### src/verilog/l2_pkg.sv
// L2 side definitions: bank geometry, word address decoding and request structs
package l2_pkg;

   // ------------------------------------------------------------
   // Bank geometry
   // ------------------------------------------------------------
   localparam int NB_BANKS    = 4;
   localparam int BANK_SEL_W  = 2;
   localparam int ROW_W       = 13;
   localparam int WORD_ADDR_W = ROW_W + BANK_SEL_W;

   // Data path, one 64-bit word per bank row
   localparam int DATA_W      = 64;
   localparam int BE_W        = DATA_W / 8;
   localparam int OFFSET_W    = 3;

   // Crossbar requesters: 0 AXI write, 1 AXI read, 2..3 TCDM
   localparam int N_REQ       = 4;
   localparam int REQ_IDX_W   = 2;

   // ------------------------------------------------------------
   // Word address, seen flat or as row/bank
   // ------------------------------------------------------------
   // Word interleaving puts the bank select in the low bits
   typedef union packed {
      logic [WORD_ADDR_W-1:0] flat;
      struct packed {
         logic [ROW_W-1:0]      row;
         logic [BANK_SEL_W-1:0] bank;
      } rb;
   } l2_word_addr_u;

   // One requester towards the crossbar
   typedef struct packed {
      logic                wen;    // High for read
      l2_word_addr_u       addr;
      logic [DATA_W-1:0]   wdata;
      logic [BE_W-1:0]     be;
   } l2_req_t;

   // One bank's SRAM pins
   typedef struct packed {
      logic                cen;    // Active low
      logic                wen;    // Active low write
      logic [ROW_W-1:0]    row;
      logic [DATA_W-1:0]   wdata;
      logic [BE_W-1:0]     be;
   } l2_bank_req_t;

endpackage

### src/verilog/axi_pkg.sv
// AXI side definitions: field widths, response code and channel payloads
package axi_pkg;

   // ------------------------------------------------------------
   // Field widths and codes
   // ------------------------------------------------------------
   localparam int         ID_W      = 16;
   localparam int         ADDR_W    = 32;
   localparam logic [1:0] RESP_OKAY = 2'b00;

   // Write address channel
   typedef struct packed {
      logic [ID_W-1:0]   id;
      logic [ADDR_W-1:0] addr;
   } axi_aw_t;

   // Write data channel, single beat
   typedef struct packed {
      logic [l2_pkg::DATA_W-1:0] data;
      logic [l2_pkg::BE_W-1:0]   strb;
   } axi_w_t;

   // Write response channel
   typedef struct packed {
      logic [ID_W-1:0] id;
      logic [1:0]      resp;
   } axi_b_t;

   // Read address channel
   typedef struct packed {
      logic [ID_W-1:0]   id;
      logic [ADDR_W-1:0] addr;
   } axi_ar_t;

   // Read data channel
   typedef struct packed {
      logic [ID_W-1:0]           id;
      logic [l2_pkg::DATA_W-1:0] data;
      logic [1:0]                resp;
      logic                      last;
   } axi_r_t;

endpackage

### src/verilog/axi_l2_mem_if.sv
// L2 memory interface top: AXI slave and two TCDM ports over four SRAM banks
`timescale 1ns/1ps

module axi_l2_mem_if
(
   input  logic                                            aclk_i,
   input  logic                                            rst_n_i,

   // ------------------------------------------------------------
   // AXI slave port
   // ------------------------------------------------------------
   input  logic                                            aw_valid_i,
   input  axi_pkg::axi_aw_t                                aw_i,
   output logic                                            aw_ready_o,
   input  logic                                            w_valid_i,
   input  axi_pkg::axi_w_t                                 w_i,
   output logic                                            w_ready_o,
   output logic                                            b_valid_o,
   output axi_pkg::axi_b_t                                 b_o,
   input  logic                                            b_ready_i,
   input  logic                                            ar_valid_i,
   input  axi_pkg::axi_ar_t                                ar_i,
   output logic                                            ar_ready_o,
   output logic                                            r_valid_o,
   output axi_pkg::axi_r_t                                 r_o,
   input  logic                                            r_ready_i,

   // ------------------------------------------------------------
   // TCDM ports
   // ------------------------------------------------------------
   input  logic            [1:0]                           tcdm_req_i,
   input  l2_pkg::l2_req_t [1:0]                           tcdm_i,
   output logic            [1:0]                           tcdm_gnt_o,
   output logic            [1:0]                           tcdm_rvalid_o,
   output logic [1:0][l2_pkg::DATA_W-1:0]                  tcdm_rdata_o,

   // Bank pins
   output l2_pkg::l2_bank_req_t [l2_pkg::NB_BANKS-1:0]     bank_o,
   input  logic [l2_pkg::NB_BANKS-1:0][l2_pkg::DATA_W-1:0] bank_rdata_i
);

   logic                                         wr_req;
   l2_pkg::l2_req_t                              wr_l2;
   logic                                         rd_req;
   l2_pkg::l2_req_t                              rd_l2;
   logic [l2_pkg::N_REQ-1:0]                     xbar_gnt;
   logic [l2_pkg::N_REQ-1:0]                     xbar_rvalid;
   logic [l2_pkg::N_REQ-1:0][l2_pkg::DATA_W-1:0] xbar_rdata;

   axi_write_ctrl u_write_ctrl
   (
      .aclk_i     ( aclk_i      ),
      .rst_n_i    ( rst_n_i     ),
      .aw_valid_i ( aw_valid_i  ),
      .aw_i       ( aw_i        ),
      .aw_ready_o ( aw_ready_o  ),
      .w_valid_i  ( w_valid_i   ),
      .w_i        ( w_i         ),
      .w_ready_o  ( w_ready_o   ),
      .b_valid_o  ( b_valid_o   ),
      .b_o        ( b_o         ),
      .b_ready_i  ( b_ready_i   ),
      .l2_req_o   ( wr_req      ),
      .l2_o       ( wr_l2       ),
      .l2_gnt_i   ( xbar_gnt[0] )
   );

   axi_read_ctrl u_read_ctrl
   (
      .aclk_i      ( aclk_i         ),
      .rst_n_i     ( rst_n_i        ),
      .ar_valid_i  ( ar_valid_i     ),
      .ar_i        ( ar_i           ),
      .ar_ready_o  ( ar_ready_o     ),
      .r_valid_o   ( r_valid_o      ),
      .r_o         ( r_o            ),
      .r_ready_i   ( r_ready_i      ),
      .l2_req_o    ( rd_req         ),
      .l2_o        ( rd_l2          ),
      .l2_gnt_i    ( xbar_gnt[1]    ),
      .l2_rvalid_i ( xbar_rvalid[1] ),
      .l2_rdata_i  ( xbar_rdata[1]  )
   );

   // Requester order: AXI write, AXI read, TCDM 0, TCDM 1
   l2_xbar u_xbar
   (
      .aclk_i       ( aclk_i                          ),
      .rst_n_i      ( rst_n_i                         ),
      .req_i        ( {tcdm_req_i, rd_req, wr_req}    ),
      .l2_i         ( {tcdm_i, rd_l2, wr_l2}          ),
      .gnt_o        ( xbar_gnt                        ),
      .rvalid_o     ( xbar_rvalid                     ),
      .rdata_o      ( xbar_rdata                      ),
      .bank_o       ( bank_o                          ),
      .bank_rdata_i ( bank_rdata_i                    )
   );

   assign tcdm_gnt_o    = xbar_gnt[l2_pkg::N_REQ-1:2];
   assign tcdm_rvalid_o = xbar_rvalid[l2_pkg::N_REQ-1:2];
   assign tcdm_rdata_o  = xbar_rdata[l2_pkg::N_REQ-1:2];

endmodule

### src/verilog/axi_read_ctrl.sv
// AXI read controller: accepts one AR, reads L2 and holds the R beat until taken
`timescale 1ns/1ps

module axi_read_ctrl
(
   input  logic                      aclk_i,
   input  logic                      rst_n_i,

   input  logic                      ar_valid_i,
   input  axi_pkg::axi_ar_t          ar_i,
   output logic                      ar_ready_o,

   output logic                      r_valid_o,
   output axi_pkg::axi_r_t           r_o,
   input  logic                      r_ready_i,

   output logic                      l2_req_o,
   output l2_pkg::l2_req_t           l2_o,
   input  logic                      l2_gnt_i,
   input  logic                      l2_rvalid_i,
   input  logic [l2_pkg::DATA_W-1:0] l2_rdata_i
);

   logic                      busy_q;
   logic                      req_q;
   logic                      r_hold_q;
   axi_pkg::axi_ar_t          ar_q;
   logic [l2_pkg::DATA_W-1:0] rdata_q;

   logic                      ar_hs;
   logic                      r_done;

   assign ar_ready_o = ~busy_q;
   assign ar_hs      = ar_valid_i & ar_ready_o;
   assign r_done     = r_valid_o & r_ready_i;

   always_ff @(posedge aclk_i or negedge rst_n_i)
   begin
      if (!rst_n_i)
      begin
         busy_q   <= 1'b0;
         req_q    <= 1'b0;
         r_hold_q <= 1'b0;
      end
      else
      begin
         // AR stays closed until the R beat is accepted
         if (ar_hs)
            busy_q <= 1'b1;
         else if (r_done)
            busy_q <= 1'b0;

         if (ar_hs)
            req_q <= 1'b1;
         else if (l2_gnt_i)
            req_q <= 1'b0;

         if (l2_rvalid_i && !r_ready_i)
            r_hold_q <= 1'b1;
         else if (r_done)
            r_hold_q <= 1'b0;
      end
   end

   always_ff @(posedge aclk_i)
   begin
      if (ar_hs)
         ar_q <= ar_i;
      if (l2_rvalid_i)
         rdata_q <= l2_rdata_i;
   end

   // ------------------------------------------------------------
   // L2 read request
   // ------------------------------------------------------------
   assign l2_req_o       = req_q;
   assign l2_o.wen       = 1'b1;
   assign l2_o.addr.flat = ar_q.addr[l2_pkg::OFFSET_W +: l2_pkg::WORD_ADDR_W];
   assign l2_o.wdata     = '0;
   assign l2_o.be        = '0;

   // R is offered straight from rvalid, then from the holding register
   assign r_valid_o = l2_rvalid_i | r_hold_q;
   assign r_o.id    = ar_q.id;
   assign r_o.data  = r_hold_q ? rdata_q : l2_rdata_i;
   assign r_o.resp  = axi_pkg::RESP_OKAY;
   assign r_o.last  = 1'b1;

endmodule

### src/verilog/axi_write_ctrl.sv
// AXI write controller: captures one AW and one W beat, writes L2 and returns B
`timescale 1ns/1ps

module axi_write_ctrl
(
   input  logic               aclk_i,
   input  logic               rst_n_i,

   input  logic               aw_valid_i,
   input  axi_pkg::axi_aw_t   aw_i,
   output logic               aw_ready_o,

   input  logic               w_valid_i,
   input  axi_pkg::axi_w_t    w_i,
   output logic               w_ready_o,

   output logic               b_valid_o,
   output axi_pkg::axi_b_t    b_o,
   input  logic               b_ready_i,

   output logic               l2_req_o,
   output l2_pkg::l2_req_t    l2_o,
   input  logic               l2_gnt_i
);

   logic             aw_held_q;
   logic             w_held_q;
   logic             req_q;
   logic             b_valid_q;
   axi_pkg::axi_aw_t aw_q;
   axi_pkg::axi_w_t  w_q;

   logic             aw_hs;
   logic             w_hs;
   logic             launch;
   logic             b_done;

   // ------------------------------------------------------------
   // Handshakes
   // ------------------------------------------------------------
   // A channel stays closed from its capture until B is taken
   assign aw_ready_o = ~aw_held_q;
   assign w_ready_o  = ~w_held_q;

   assign aw_hs  = aw_valid_i & aw_ready_o;
   assign w_hs   = w_valid_i & w_ready_o;
   assign b_done = b_valid_q & b_ready_i;

   // Both phases present and no write in flight yet
   assign launch = (aw_held_q | aw_hs) & (w_held_q | w_hs) & ~req_q & ~b_valid_q;

   always_ff @(posedge aclk_i or negedge rst_n_i)
   begin
      if (!rst_n_i)
      begin
         aw_held_q <= 1'b0;
         w_held_q  <= 1'b0;
         req_q     <= 1'b0;
         b_valid_q <= 1'b0;
      end
      else
      begin
         if (b_done)
            aw_held_q <= 1'b0;
         else if (aw_hs)
            aw_held_q <= 1'b1;

         if (b_done)
            w_held_q <= 1'b0;
         else if (w_hs)
            w_held_q <= 1'b1;

         if (launch)
            req_q <= 1'b1;
         else if (l2_gnt_i)
            req_q <= 1'b0;

         // B follows the grant by one cycle
         if (req_q && l2_gnt_i)
            b_valid_q <= 1'b1;
         else if (b_ready_i)
            b_valid_q <= 1'b0;
      end
   end

   always_ff @(posedge aclk_i)
   begin
      if (aw_hs)
         aw_q <= aw_i;
      if (w_hs)
         w_q <= w_i;
   end

   // ------------------------------------------------------------
   // L2 request and B payload
   // ------------------------------------------------------------
   assign l2_req_o = req_q;

   always_comb
   begin
      l2_o.wen       = 1'b0;
      l2_o.addr.flat = aw_q.addr[l2_pkg::OFFSET_W +: l2_pkg::WORD_ADDR_W];
      l2_o.wdata     = w_q.data;
      l2_o.be        = w_q.strb;
   end

   assign b_valid_o = b_valid_q;
   assign b_o.id    = aw_q.id;
   assign b_o.resp  = axi_pkg::RESP_OKAY;

endmodule

### src/verilog/l2_bank_arbiter.sv
// Round-robin arbiter granting one requester per cycle on a single L2 bank
`timescale 1ns/1ps

module l2_bank_arbiter
(
   input  logic                           aclk_i,
   input  logic                           rst_n_i,

   input  logic [l2_pkg::N_REQ-1:0]       req_i,
   output logic [l2_pkg::N_REQ-1:0]       gnt_o,
   output logic [l2_pkg::REQ_IDX_W-1:0]   winner_o
);

   // Requester with the highest priority in the current cycle
   logic [l2_pkg::REQ_IDX_W-1:0] ptr_q;

   logic [l2_pkg::REQ_IDX_W-1:0] cand;
   logic                         found;

   // ------------------------------------------------------------
   // Search from the pointer upwards, wrapping at N_REQ
   // ------------------------------------------------------------
   always_comb
   begin
      gnt_o    = '0;
      winner_o = ptr_q;
      found    = 1'b0;
      cand     = ptr_q;
      for (int k = 0; k < l2_pkg::N_REQ; k++)
      begin
         cand = ptr_q + l2_pkg::REQ_IDX_W'(k);
         if (!found && req_i[cand])
         begin
            found       = 1'b1;
            winner_o    = cand;
            gnt_o[cand] = 1'b1;
         end
      end
   end

   // ------------------------------------------------------------
   // Pointer update
   // ------------------------------------------------------------
   // Moves past the winner, so the winner drops to lowest priority
   always_ff @(posedge aclk_i or negedge rst_n_i)
   begin
      if (!rst_n_i)
         ptr_q <= '0;
      else if (found)
         ptr_q <= winner_o + 1'b1;
   end

endmodule

### src/verilog/l2_xbar.sv
// L2 crossbar: bank decode, per-bank round-robin and read data return
`timescale 1ns/1ps

module l2_xbar
(
   input  logic                                            aclk_i,
   input  logic                                            rst_n_i,

   input  logic            [l2_pkg::N_REQ-1:0]             req_i,
   input  l2_pkg::l2_req_t [l2_pkg::N_REQ-1:0]             l2_i,
   output logic            [l2_pkg::N_REQ-1:0]             gnt_o,
   output logic            [l2_pkg::N_REQ-1:0]             rvalid_o,
   output logic [l2_pkg::N_REQ-1:0][l2_pkg::DATA_W-1:0]    rdata_o,

   output l2_pkg::l2_bank_req_t [l2_pkg::NB_BANKS-1:0]     bank_o,
   input  logic [l2_pkg::NB_BANKS-1:0][l2_pkg::DATA_W-1:0] bank_rdata_i
);

   logic [l2_pkg::NB_BANKS-1:0][l2_pkg::N_REQ-1:0]     bank_req;
   logic [l2_pkg::NB_BANKS-1:0][l2_pkg::N_REQ-1:0]     bank_gnt;
   logic [l2_pkg::NB_BANKS-1:0][l2_pkg::REQ_IDX_W-1:0] bank_winner;

   // Per requester: granted last cycle, and on which bank
   logic [l2_pkg::N_REQ-1:0]                           gnt_q;
   logic [l2_pkg::N_REQ-1:0][l2_pkg::BANK_SEL_W-1:0]   bank_sel_q;

   // ------------------------------------------------------------
   // Per bank request decode, arbitration and pin drive
   // ------------------------------------------------------------
   for (genvar b = 0; b < l2_pkg::NB_BANKS; b++)
   begin : g_bank
      for (genvar r = 0; r < l2_pkg::N_REQ; r++)
      begin : g_req
         assign bank_req[b][r] = req_i[r] &
                                 (l2_i[r].addr.rb.bank == l2_pkg::BANK_SEL_W'(b));
      end

      l2_bank_arbiter u_arb
      (
         .aclk_i   ( aclk_i         ),
         .rst_n_i  ( rst_n_i        ),
         .req_i    ( bank_req[b]    ),
         .gnt_o    ( bank_gnt[b]    ),
         .winner_o ( bank_winner[b] )
      );

      assign bank_o[b].cen   = ~(|bank_req[b]);
      assign bank_o[b].wen   = l2_i[bank_winner[b]].wen;
      assign bank_o[b].row   = l2_i[bank_winner[b]].addr.rb.row;
      assign bank_o[b].wdata = l2_i[bank_winner[b]].wdata;
      assign bank_o[b].be    = l2_i[bank_winner[b]].be;
   end

   // A requester targets one bank only, so at most one term is set
   always_comb
   begin
      gnt_o = '0;
      for (int k = 0; k < l2_pkg::NB_BANKS; k++)
         gnt_o = gnt_o | bank_gnt[k];
   end

   // ------------------------------------------------------------
   // Response path, one cycle after the grant
   // ------------------------------------------------------------
   always_ff @(posedge aclk_i or negedge rst_n_i)
   begin
      if (!rst_n_i)
         gnt_q <= '0;
      else
         gnt_q <= gnt_o;
   end

   always_ff @(posedge aclk_i)
   begin
      for (int r = 0; r < l2_pkg::N_REQ; r++)
         if (gnt_o[r])
            bank_sel_q[r] <= l2_i[r].addr.rb.bank;
   end

   assign rvalid_o = gnt_q;

   always_comb
   begin
      for (int r = 0; r < l2_pkg::N_REQ; r++)
         rdata_o[r] = bank_rdata_i[bank_sel_q[r]];
   end

endmodule
### config.mk
export PLATFORM = sky130hd
export DESIGN_NAME = axi_l2_mem_if
export DESIGN_NICKNAME = d
export VERILOG_FILES = /design/src/verilog/l2_pkg.sv /design/src/verilog/axi_pkg.sv /design/src/verilog/axi_l2_mem_if.sv /design/src/verilog/axi_read_ctrl.sv /design/src/verilog/axi_write_ctrl.sv /design/src/verilog/l2_bank_arbiter.sv /design/src/verilog/l2_xbar.sv
export SDC_FILE = /design/constraint.sdc
export NUM_CORES = 1
export LEC_CHECK = 0
export BUFFER_PORTS_ARGS = -buffer_cell sky130_fd_sc_hd__buf_2
export CAP_MARGIN = 5
export CORE_AREA = 2 2 469 471
export CTS_CLUSTER_DIAMETER = 100
export CTS_CLUSTER_SIZE = 20
export DETAILED_ROUTE_END_ITERATION = 12
export DIE_AREA = 0 0 471 473
export GPL_TIMING_DRIVEN = 0
export HOLD_SLACK_MARGIN = 0.15
export PLACE_DENSITY = 0.36
export SETUP_SLACK_MARGIN = 0.1
export SYNTH_ARGS = -nofsm -noshare
export SYNTH_HDL_FRONTEND = slang
export SYNTH_HIERARCHICAL = 1
export SYNTH_SLANG_ARGS = --single-unit
### constraint.sdc
create_clock -name aclk_i -period 8.25 [get_ports aclk_i]
set_clock_uncertainty 0.1 [all_clocks]
set_input_delay 1.65 -clock aclk_i [delete_from_list [all_inputs] [get_ports aclk_i]]
set_output_delay 1.65 -clock aclk_i [all_outputs]
set_load 0.1 [all_outputs]
==> results_tabular.tex, run 1 <==
\begin{tabular}{lr}
\hline
Metric & Value \\
\hline
\multicolumn{2}{l}{\textbf{Timing}} \\
\quad Max-slew violation total from the final report & 0 \\
\quad RSZ-0062 raised after global routing & no \\
\quad Finish-stage setup viols & 0 \\
\quad Worst-Margin Slew & 1.17 ns \\
\quad Max-slew headroom at the worst pin & 21.6\% \\
\quad Period Utilization, post-route & 89.9\% \\
\quad Maximum achievable frequency & 135 MHz \\
\quad Shortest clock period the worst path allows after layout & 7.41 ns \\
\quad Final hold violation count & 0 \\
\quad Setup TNS Final & 0 ns \\
\multicolumn{2}{l}{\textbf{Setup path}} \\
\quad CP Launch Point & tcdm\_i[73] \\
\quad Launch point of the worst reg-to-reg path & u\_xbar/g\_bank[3].u\_arb/ptr\_q[0] \\
\quad Data required time of the critical path & 6.50 ns \\
\quad Chain of cells forming the critical path & buf\_2 -> nor3b\_1 -> nand2b\_1 -> a21o\_1 -> a32oi\_1 -> buf\_2 -> buf\_2 -> buf\_2 -> mux4\_2 -> buf\_2 \\
\quad Arrival time worst endpoint & 5.66 ns \\
\quad Kind of cell with the highest combined delay on the critical path & buffers and inverters \\
\quad Largest fanout of any net on the critical path & 10 \\
\quad Most repeated library cell on the critical path & buf\_2 \\
\quad Worst setup slack for register-to-register paths & 4.60 ns \\
\quad Buffering stage count on the worst path with inverters included & 5 \\
\quad Number of stages on the worst setup path & 10 \\
\quad Nature of the critical path startpoint & input port \\
\quad Worst r2r dst & u\_xbar/bank\_sel\_q[4] \\
\quad Critical Path Sink & bank\_o[78] \\
\quad Delay contributed by the slowest stage of the critical path & 0.94 ns \\
\quad Max stage delay cell, worst path & nor3b\_1 \\
\quad Critical Path Sink Type & output port \\
\quad Worst reg2reg path depth & 11 \\
\quad Worst Path Class, Setup & input port to output port \\
\multicolumn{2}{l}{\textbf{Place}} \\
\quad Routability congestion estimate & 0.939 \\
\quad Sum of net half-perimeters after detailed placement & 143000 um \\
\quad Placed cell count & 5424 \\
\quad Number of port buffers & 1155 \\
\multicolumn{2}{l}{\textbf{Die}} \\
\quad X dimension of the die & 471 um \\
\quad Number of placement rows & 172 \\
\quad Starting density of the core & 10.8\% \\
\quad Chip Height & 473 um \\
\quad Ports placed on the boundary & 1195 \\
\quad Die Area & 223000 um\^{}2 \\
\quad Placeable core region & 218000 um\^{}2 \\
\multicolumn{2}{l}{\textbf{Min path}} \\
\quad Type of the tightest min-delay check & flip-flop to flip-flop \\
\quad Number of stages on the worst hold path & 1 \\
\multicolumn{2}{l}{\textbf{Drt}} \\
\quad Post-Route WL & 170000 um \\
\quad Routed wire length per instance & 30.7 um \\
\quad Vias after detailed routing & 21500 \\
\quad Number of nets with antenna violations after routing & 0 \\
\quad Remaining design rule violation count & 0 \\
\quad Detailed router's first-iteration violation count & 1757 \\
\quad Detailed-route vias per instance & 3.90 \\
\quad First-pass DRT Iterations & 5 \\
\multicolumn{2}{l}{\textbf{CTS}} \\
\quad CTS-repair resized insts & 0 \\
\quad Clock tree from TritonCTS & yes \\
\quad Clock latency reported for the late side of the worst-skew pair & 0.62 ns \\
\quad Max clock buf depth & 3 \\
\quad Post-CTS Setup Inserts & 0 \\
\quad Clock input transition at the sequential cells of the worst setup and hold paths & 0.08 ns \\
\quad Number of H-tree branching levels & 2 \\
\quad Clk sink count & 222 \\
\quad Hold-fix buffer count after cts & 0 \\
\quad Total clock buffers created by CTS & 35 \\
\quad Master cell of the clock root buffer & clkbuf\_16 \\
\multicolumn{2}{l}{\textbf{Cells and area}} \\
\quad Net count of the finished layout & 3222 \\
\quad Layout cell share with drive strength beyond 1 & 78.8\% \\
\quad Final cell count without fillers & 5525 \\
\quad Area overhead of the layout relative to synthesis & 47.7\% \\
\multicolumn{2}{l}{\textbf{Status}} \\
\quad Result of the run & completed \\
\multicolumn{2}{l}{\textbf{GRT}} \\
\quad Number of global-route vias before repair & 21600 \\
\quad First-pass GRT wire length & 218000 um \\
\quad Congestion Overflow GR & 0 \\
\quad Antenna violations before repair & 128 \\
\quad All-Layer GR Usage & 14.6\% \\
\quad Maximum number of pins on one net before global-route repair & 56 \\
\multicolumn{2}{l}{\textbf{Run}} \\
\quad Reported max-cap violation count & 0 \\
\multicolumn{2}{l}{\textbf{Logic synthesis}} \\
\quad Count of yosys warnings during synthesis & 6 \\
\quad Netlist area before placement & 23500 um\^{}2 \\
\quad Mean instance size in the synthesized netlist & 17.9 um\^{}2 \\
\quad Instance count of the mapped netlist & 1315 \\
\hline
\end{tabular}
==> flip-flops by register name, summed over array words and instances, names as in the netlist <==
signal                     count
u_xbar/rvalid_o                3
u_write_ctrl/w_held_q          1
u_read_ctrl/r_o               16
u_xbar/bank_sel_q              6
u_write_ctrl/b_valid_o         1
u_write_ctrl/l2_req_o          1
u_read_ctrl/l2_req_o           1
u_read_ctrl/r_hold_q           1
u_write_ctrl/l2_o             87
u_write_ctrl/b_o              16
u_read_ctrl/l2_o              15
u_xbar/g_bank.u_arb/ptr_q      8
u_read_ctrl/rdata_q           64
u_write_ctrl/aw_held_q         1
u_read_ctrl/busy_q             1
==> how the worst min path moves through the flow <==
stage                         start                   end
2_1_floorplan    u_read_ctrl/busy_q    u_read_ctrl/busy_q
3_3_place_gp     u_read_ctrl/busy_q    u_read_ctrl/busy_q
3_5_place_dp   u_read_ctrl/l2_o[73]  u_xbar/bank_sel_q[3]
4_1_cts        u_read_ctrl/l2_req_o  u_read_ctrl/l2_req_o
5_1_grt        u_read_ctrl/l2_o[73]  u_xbar/bank_sel_q[3]
6_report       u_read_ctrl/l2_req_o  u_read_ctrl/l2_req_o
==> layout make-up <==
class	instances	area (um^2)
antenna	37	92.6
buffer	229	1790
clock buffer	38	918
clock inverter	26	342
fill	24400	184000
inverter	19	71.3
multi-input combinational	921	15300
sequential	222	6580
tap	2871	3590
timing repair buffer	1162	5940
==> through the flow <==
step	utilization [%]	setup slack [ns]	cell area [um^2]	hold WS [ns]
2_1_floorplan	-	1.67	23800	0.372
3_3_place_gp	15.2	-2.20	33100	0.400
3_5_place_dp	15.3	0.674	33300	0.433
4_1_cts	15.8	0.677	34600	0.451
5_1_grt	15.9	0.499	34600	0.476
6_report	15.9	0.837	34700	0.455
==> cell usage in the layout (no fill, tap or decap), types with 4 or more instances in the layout <==
master     instances
buf_12            24
clkinv_8           4
buf_2           1224
dfrtp_1           17
mux4_2           545
conb_1            79
o21ai_0           18
mux2_2            17
nand2_1           14
nor2b_4            5
and3b_1           11
clkbuf_1          19
a32oi_1            4
buf_4             97
a22oi_1           28
edfxtp_1         204
a31oi_1            4
mux2i_1            8
and3_1             4
or4_1              4
a21o_1            10
inv_6              5
nor4_1             7
xnor2_1            4
a221o_1            4
nand3_1            4
inv_8              8
nor2_1            19
mux2_4            50
a211oi_1           4
clkbuf_16         36
diode_2           37
inv_1             19
nor3b_1            4
nand2b_1           6
ha_1              23
a21oi_1            4
buf_6             20
==> layer usage <==
layer	routed length, um	up-vias	part of all wire [%]	GRT usage, %
met5	612	-	0.36	0
met4	7140	96	4.2	5.74
met3	19900	334	12	6.63
met2	77400	1348	46	23.1
met1	64500	11300	38	17.2
li1	-	8461	-	-
Power of run 1 is left out: the tool's default activity adds up to more than one toggle a clock period on the data nets, which glitch-free logic cannot reach.
==> inputs of run 2 (changes only) <==
Settings changed: PLACE_DENSITY 0.36 to 0.34, SYNTH_HIERARCHICAL 1 to default.
==> results_tabular.tex, run 2 <==
\begin{tabular}{lr}
\hline
Metric & Value \\
\hline
\multicolumn{2}{l}{\textbf{Setup path}} \\
\quad Buffering stage count on the worst path with inverters included & 6 (+1) \\
\quad Kind of cell with the highest combined delay on the critical path & buffers and inverters \\
\quad Data required time of the critical path & 6.50 ns (about the same) \\
\quad Largest fanout of any net on the critical path & 10 (unchanged) \\
\quad Worst setup slack for register-to-register paths & 4.15 ns (-0.45 ns) \\
\quad Chain of cells forming the critical path & buf\_2 -> buf\_2 -> nand3\_1 -> mux4\_2 -> and2\_1 -> a21boi\_0 -> o31a\_1 -> buf\_2 -> buf\_2 -> clkbuf\_1 -> o2bb2ai\_1 -> buf\_2 \\
\quad Delay contributed by the slowest stage of the critical path & 0.67 ns (-0.27 ns) \\
\quad Worst r2r dst & u\_xbar.g\_bank[1].u\_arb.ptr\_q[1] \\
\quad Most repeated library cell on the critical path & buf\_2 \\
\quad Arrival time worst endpoint & 6.16 ns (+0.50 ns) \\
\quad Worst reg2reg path depth & 11 (unchanged) \\
\quad Nature of the critical path startpoint & input port \\
\quad Max stage delay cell, worst path & clkbuf\_1 \\
\quad Critical Path Sink Type & output port \\
\quad Worst Path Class, Setup & input port to output port \\
\quad Launch point of the worst reg-to-reg path & u\_xbar.g\_bank[1].u\_arb.ptr\_q[0] \\
\multicolumn{2}{l}{\textbf{Logic synthesis}} \\
\quad Synth Flop Type & edfxtp\_1 \\
\quad Fraction of the yosys area taken by sequential cells & 29.5\% \\
\quad Count of yosys warnings during synthesis & 0 (-6) \\
\quad Cell type with the highest aggregate area in the netlist & edfxtp\_1 \\
\quad Mean instance size in the synthesized netlist & 13.4 um\^{}2 (-25\%) \\
\quad Most common cell in the netlist & mux2i\_1 \\
\quad Flop and latch count out of synthesis & 222 \\
\quad Leading post-synthesis cells by cell area & edfxtp\_1 (27\%), mux4\_2 (23\%), mux2i\_1 (15\%) \\
\quad Count of different cell masters after synthesis & 77 \\
\quad Count of flip-flops with a built-in enable after synthesis & 204 \\
\quad Netlist area before placement & 22300 um\^{}2 (-5.1\%) \\
\quad Area share of the largest cell type after synthesis & 27.5\% \\
\quad Share of synthesized registers carrying an async set or reset & 8.11\% \\
\quad Instance count of the mapped netlist & 1665 (+27\%) \\
\quad Synth top cells by count & mux2i\_1 (328), mux4\_2 (232), o2bb2ai\_1 (226) \\
\multicolumn{2}{l}{\textbf{Die}} \\
\quad Starting density of the core & 10.2\% (-0.55 points) \\
\quad Chip Height & 473 um (unchanged) \\
\quad Ports placed on the boundary & 1195 (unchanged) \\
\quad X dimension of the die & 471 um (unchanged) \\
\quad Number of placement rows & 172 (unchanged) \\
\quad Die Area & 223000 um\^{}2 (unchanged) \\
\quad Placeable core region & 218000 um\^{}2 (unchanged) \\
\multicolumn{2}{l}{\textbf{Drt}} \\
\quad Detailed router's first-iteration violation count & 1877 (+6.8\%) \\
\quad First-pass DRT Iterations & 5 (unchanged) \\
\quad Vias after detailed routing & 23500 (+9.2\%) \\
\quad Remaining design rule violation count & 0 (unchanged) \\
\quad Number of nets with antenna violations after routing & 0 (unchanged) \\
\quad Post-Route WL & 195000 um (+15\%) \\
\quad Detailed-route vias per instance & 4.05 (+4.0\%) \\
\quad Routed wire length per instance & 33.6 um (+9.4\%) \\
\multicolumn{2}{l}{\textbf{CTS}} \\
\quad Post-CTS Setup Inserts & 0 (unchanged) \\
\quad Total clock buffers created by CTS & 27 (-23\%) \\
\quad Master cell of the clock root buffer & clkbuf\_16 \\
\quad CTS-repair resized insts & 0 (unchanged) \\
\quad Clock tree from TritonCTS & yes \\
\quad Hold-fix buffer count after cts & 0 (unchanged) \\
\quad Max clock buf depth & 3 (unchanged) \\
\quad Number of H-tree branching levels & 1 (-1) \\
\quad Clock latency reported for the late side of the worst-skew pair & 0.68 ns (+0.06 ns) \\
\quad Clk sink count & 222 (unchanged) \\
\quad Clock input transition at the sequential cells of the worst setup and hold paths & 0.09 ns (about the same) \\
\multicolumn{2}{l}{\textbf{Timing}} \\
\quad Shortest clock period the worst path allows after layout & 7.91 ns (+0.498 ns) \\
\quad Worst-Margin Slew & 1.26 ns (+0.0834 ns) \\
\quad Final hold violation count & 0 (unchanged) \\
\quad Max-slew headroom at the worst pin & 16.2\% (-5.4 points) \\
\quad Finish-stage setup viols & 0 (unchanged) \\
\quad Max-slew violation total from the final report & 0 (unchanged) \\
\quad Period Utilization, post-route & 95.9\% (+6.0 points) \\
\quad Maximum achievable frequency & 126 MHz (-6.3\%) \\
\quad RSZ-0062 raised after global routing & no \\
\multicolumn{2}{l}{\textbf{Place}} \\
\quad Placement Cell Area & 31900 um\^{}2 (-4.4\%) \\
\quad Sum of net half-perimeters after detailed placement & 161000 um (+12\%) \\
\quad Routability congestion estimate & 0.920 (-2.1\%) \\
\quad Number of port buffers & 1153 (-0.17\%) \\
\multicolumn{2}{l}{\textbf{Cells and area}} \\
\quad Area overhead of the layout relative to synthesis & 48.2\% \\
\quad Fill count & 24800 (+1.8\%) \\
\quad Max FFs per register & 87 (unchanged) \\
\quad Most frequent standard cell in the layout excluding fill and tap cells & buf\_2 \\
\quad Net count of the finished layout & 3488 (+8.3\%) \\
\quad Layout cell share with drive strength beyond 1 & 59.7\% (-19 points) \\
\quad Fraction of the core area covered by cells at the end of the flow & 15.1\% (-0.76 points) \\
\quad Most frequent cells in the layout & buf\_2 (1211), mux2i\_1 (328), mux4\_2 (232) \\
\quad Post-route cell area & 33000 um\^{}2 (-4.8\%) \\
\quad Footprint of the multi-input gates & 14400 um\^{}2 (-5.9\%) \\
\quad Storage cell area & 6580 um\^{}2 (unchanged) \\
\multicolumn{2}{l}{\textbf{GRT}} \\
\quad All-Layer GR Usage & 16.6\% (+2.0 points) \\
\quad Congestion Overflow GR & 0 (unchanged) \\
\quad Number of global-route vias before repair & 23700 (+9.9\%) \\
\quad First-pass GRT wire length & 247000 um (+13\%) \\
\quad Maximum number of pins on one net before global-route repair & 53 (-5.4\%) \\
\quad Antenna violations before repair & 114 (-11\%) \\
\multicolumn{2}{l}{\textbf{Min path}} \\
\quad Worst min-delay path endpoint & u\_xbar.bank\_sel\_q[3] \\
\quad Critical hold path startpoint & u\_read\_ctrl.l2\_o[73] \\
\quad Type of the tightest min-delay check & flip-flop to flip-flop \\
\quad Number of stages on the worst hold path & 0 (-1) \\
\multicolumn{2}{l}{\textbf{Status}} \\
\quad Result of the run & completed \\
\multicolumn{2}{l}{\textbf{Run}} \\
\quad Reported max-cap violation count & 0 (unchanged) \\
\hline
\end{tabular}
run 2: worst max path at each step:
stage | startpoint | endpoint | slack (ns) | cells past startpoint
after global placement | w_valid_i | u_write_ctrl.l2_o[42] | -1.04 | 2
after CTS | tcdm_i[73] | bank_o[318] | 0.24 | 12
after floorplan | tcdm_i[73] | bank_o[259] | 1.38 | 11
after detailed placement | tcdm_i[73] | bank_o[318] | 0.25 | 12
after global routing | tcdm_i[161] | bank_o[30] | 0.24 | 13
final | tcdm_i[161] | bank_o[318] | 0.34 | 12
run 2: logic make-up after synthesis:
| family | count (synthesis) | share of synthesized area, % |
|---|---|---|
| buffers and inverters | 221 | 5.86 |
| AO/OA/AOI/OAI | 396 | 16.7 |
| AND/OR/NAND/NOR | 170 | 4.26 |
| flip-flops | 222 | 29.5 |
| multiplexers | 632 | 42.4 |
| adder cells (fa/ha/maj) | 21 | 1.18 |
| other | 2 | 0.0337 |
| XOR/XNOR | 1 | 0.0393 |
run 2: final cells by class:
cell class | count | share of cell area (%)
Clock inverter | 22 | 1.01
Timing Repair Buffer | 1161 | 18.0
Clock buffer | 27 | 2.05
Sequential cell | 222 | 19.9
Buffer | 203 | 3.76
Antenna cell | 54 | 0.409
Tap cell | 2871 | 10.9
Multi-Input combinational cell | 1225 | 43.7
Inverter | 18 | 0.205
run 2: routing by layer:
metal | track usage, % | part of all wire, % | up-vias
met5 | 0 | 0.13 | -
met4 | 10.3 | 6.7 | 36
met3 | 4.22 | 7.2 | 375
met2 | 29.9 | 51 | 1476
met1 | 17.2 | 35 | 12100
li1 | - | - | 9564
run 2: metrics by stage:
step / cells / TNS, ns / hold slack [ns] / setup WS (ns)
global placement: 5692 / -73.15 / 0.351 / -1.04
detailed placement: 5700 / 0 / 0.358 / 0.249
CTS: 5749 / 0 / 0.385 / 0.243
floorplan: 1668 / 0 / 0.321 / 1.38
finish: 5803 / 0 / 0.371 / 0.339
global route: 5789 / 0 / 0.410 / 0.239
Power of run 2 is left out for the same reason.
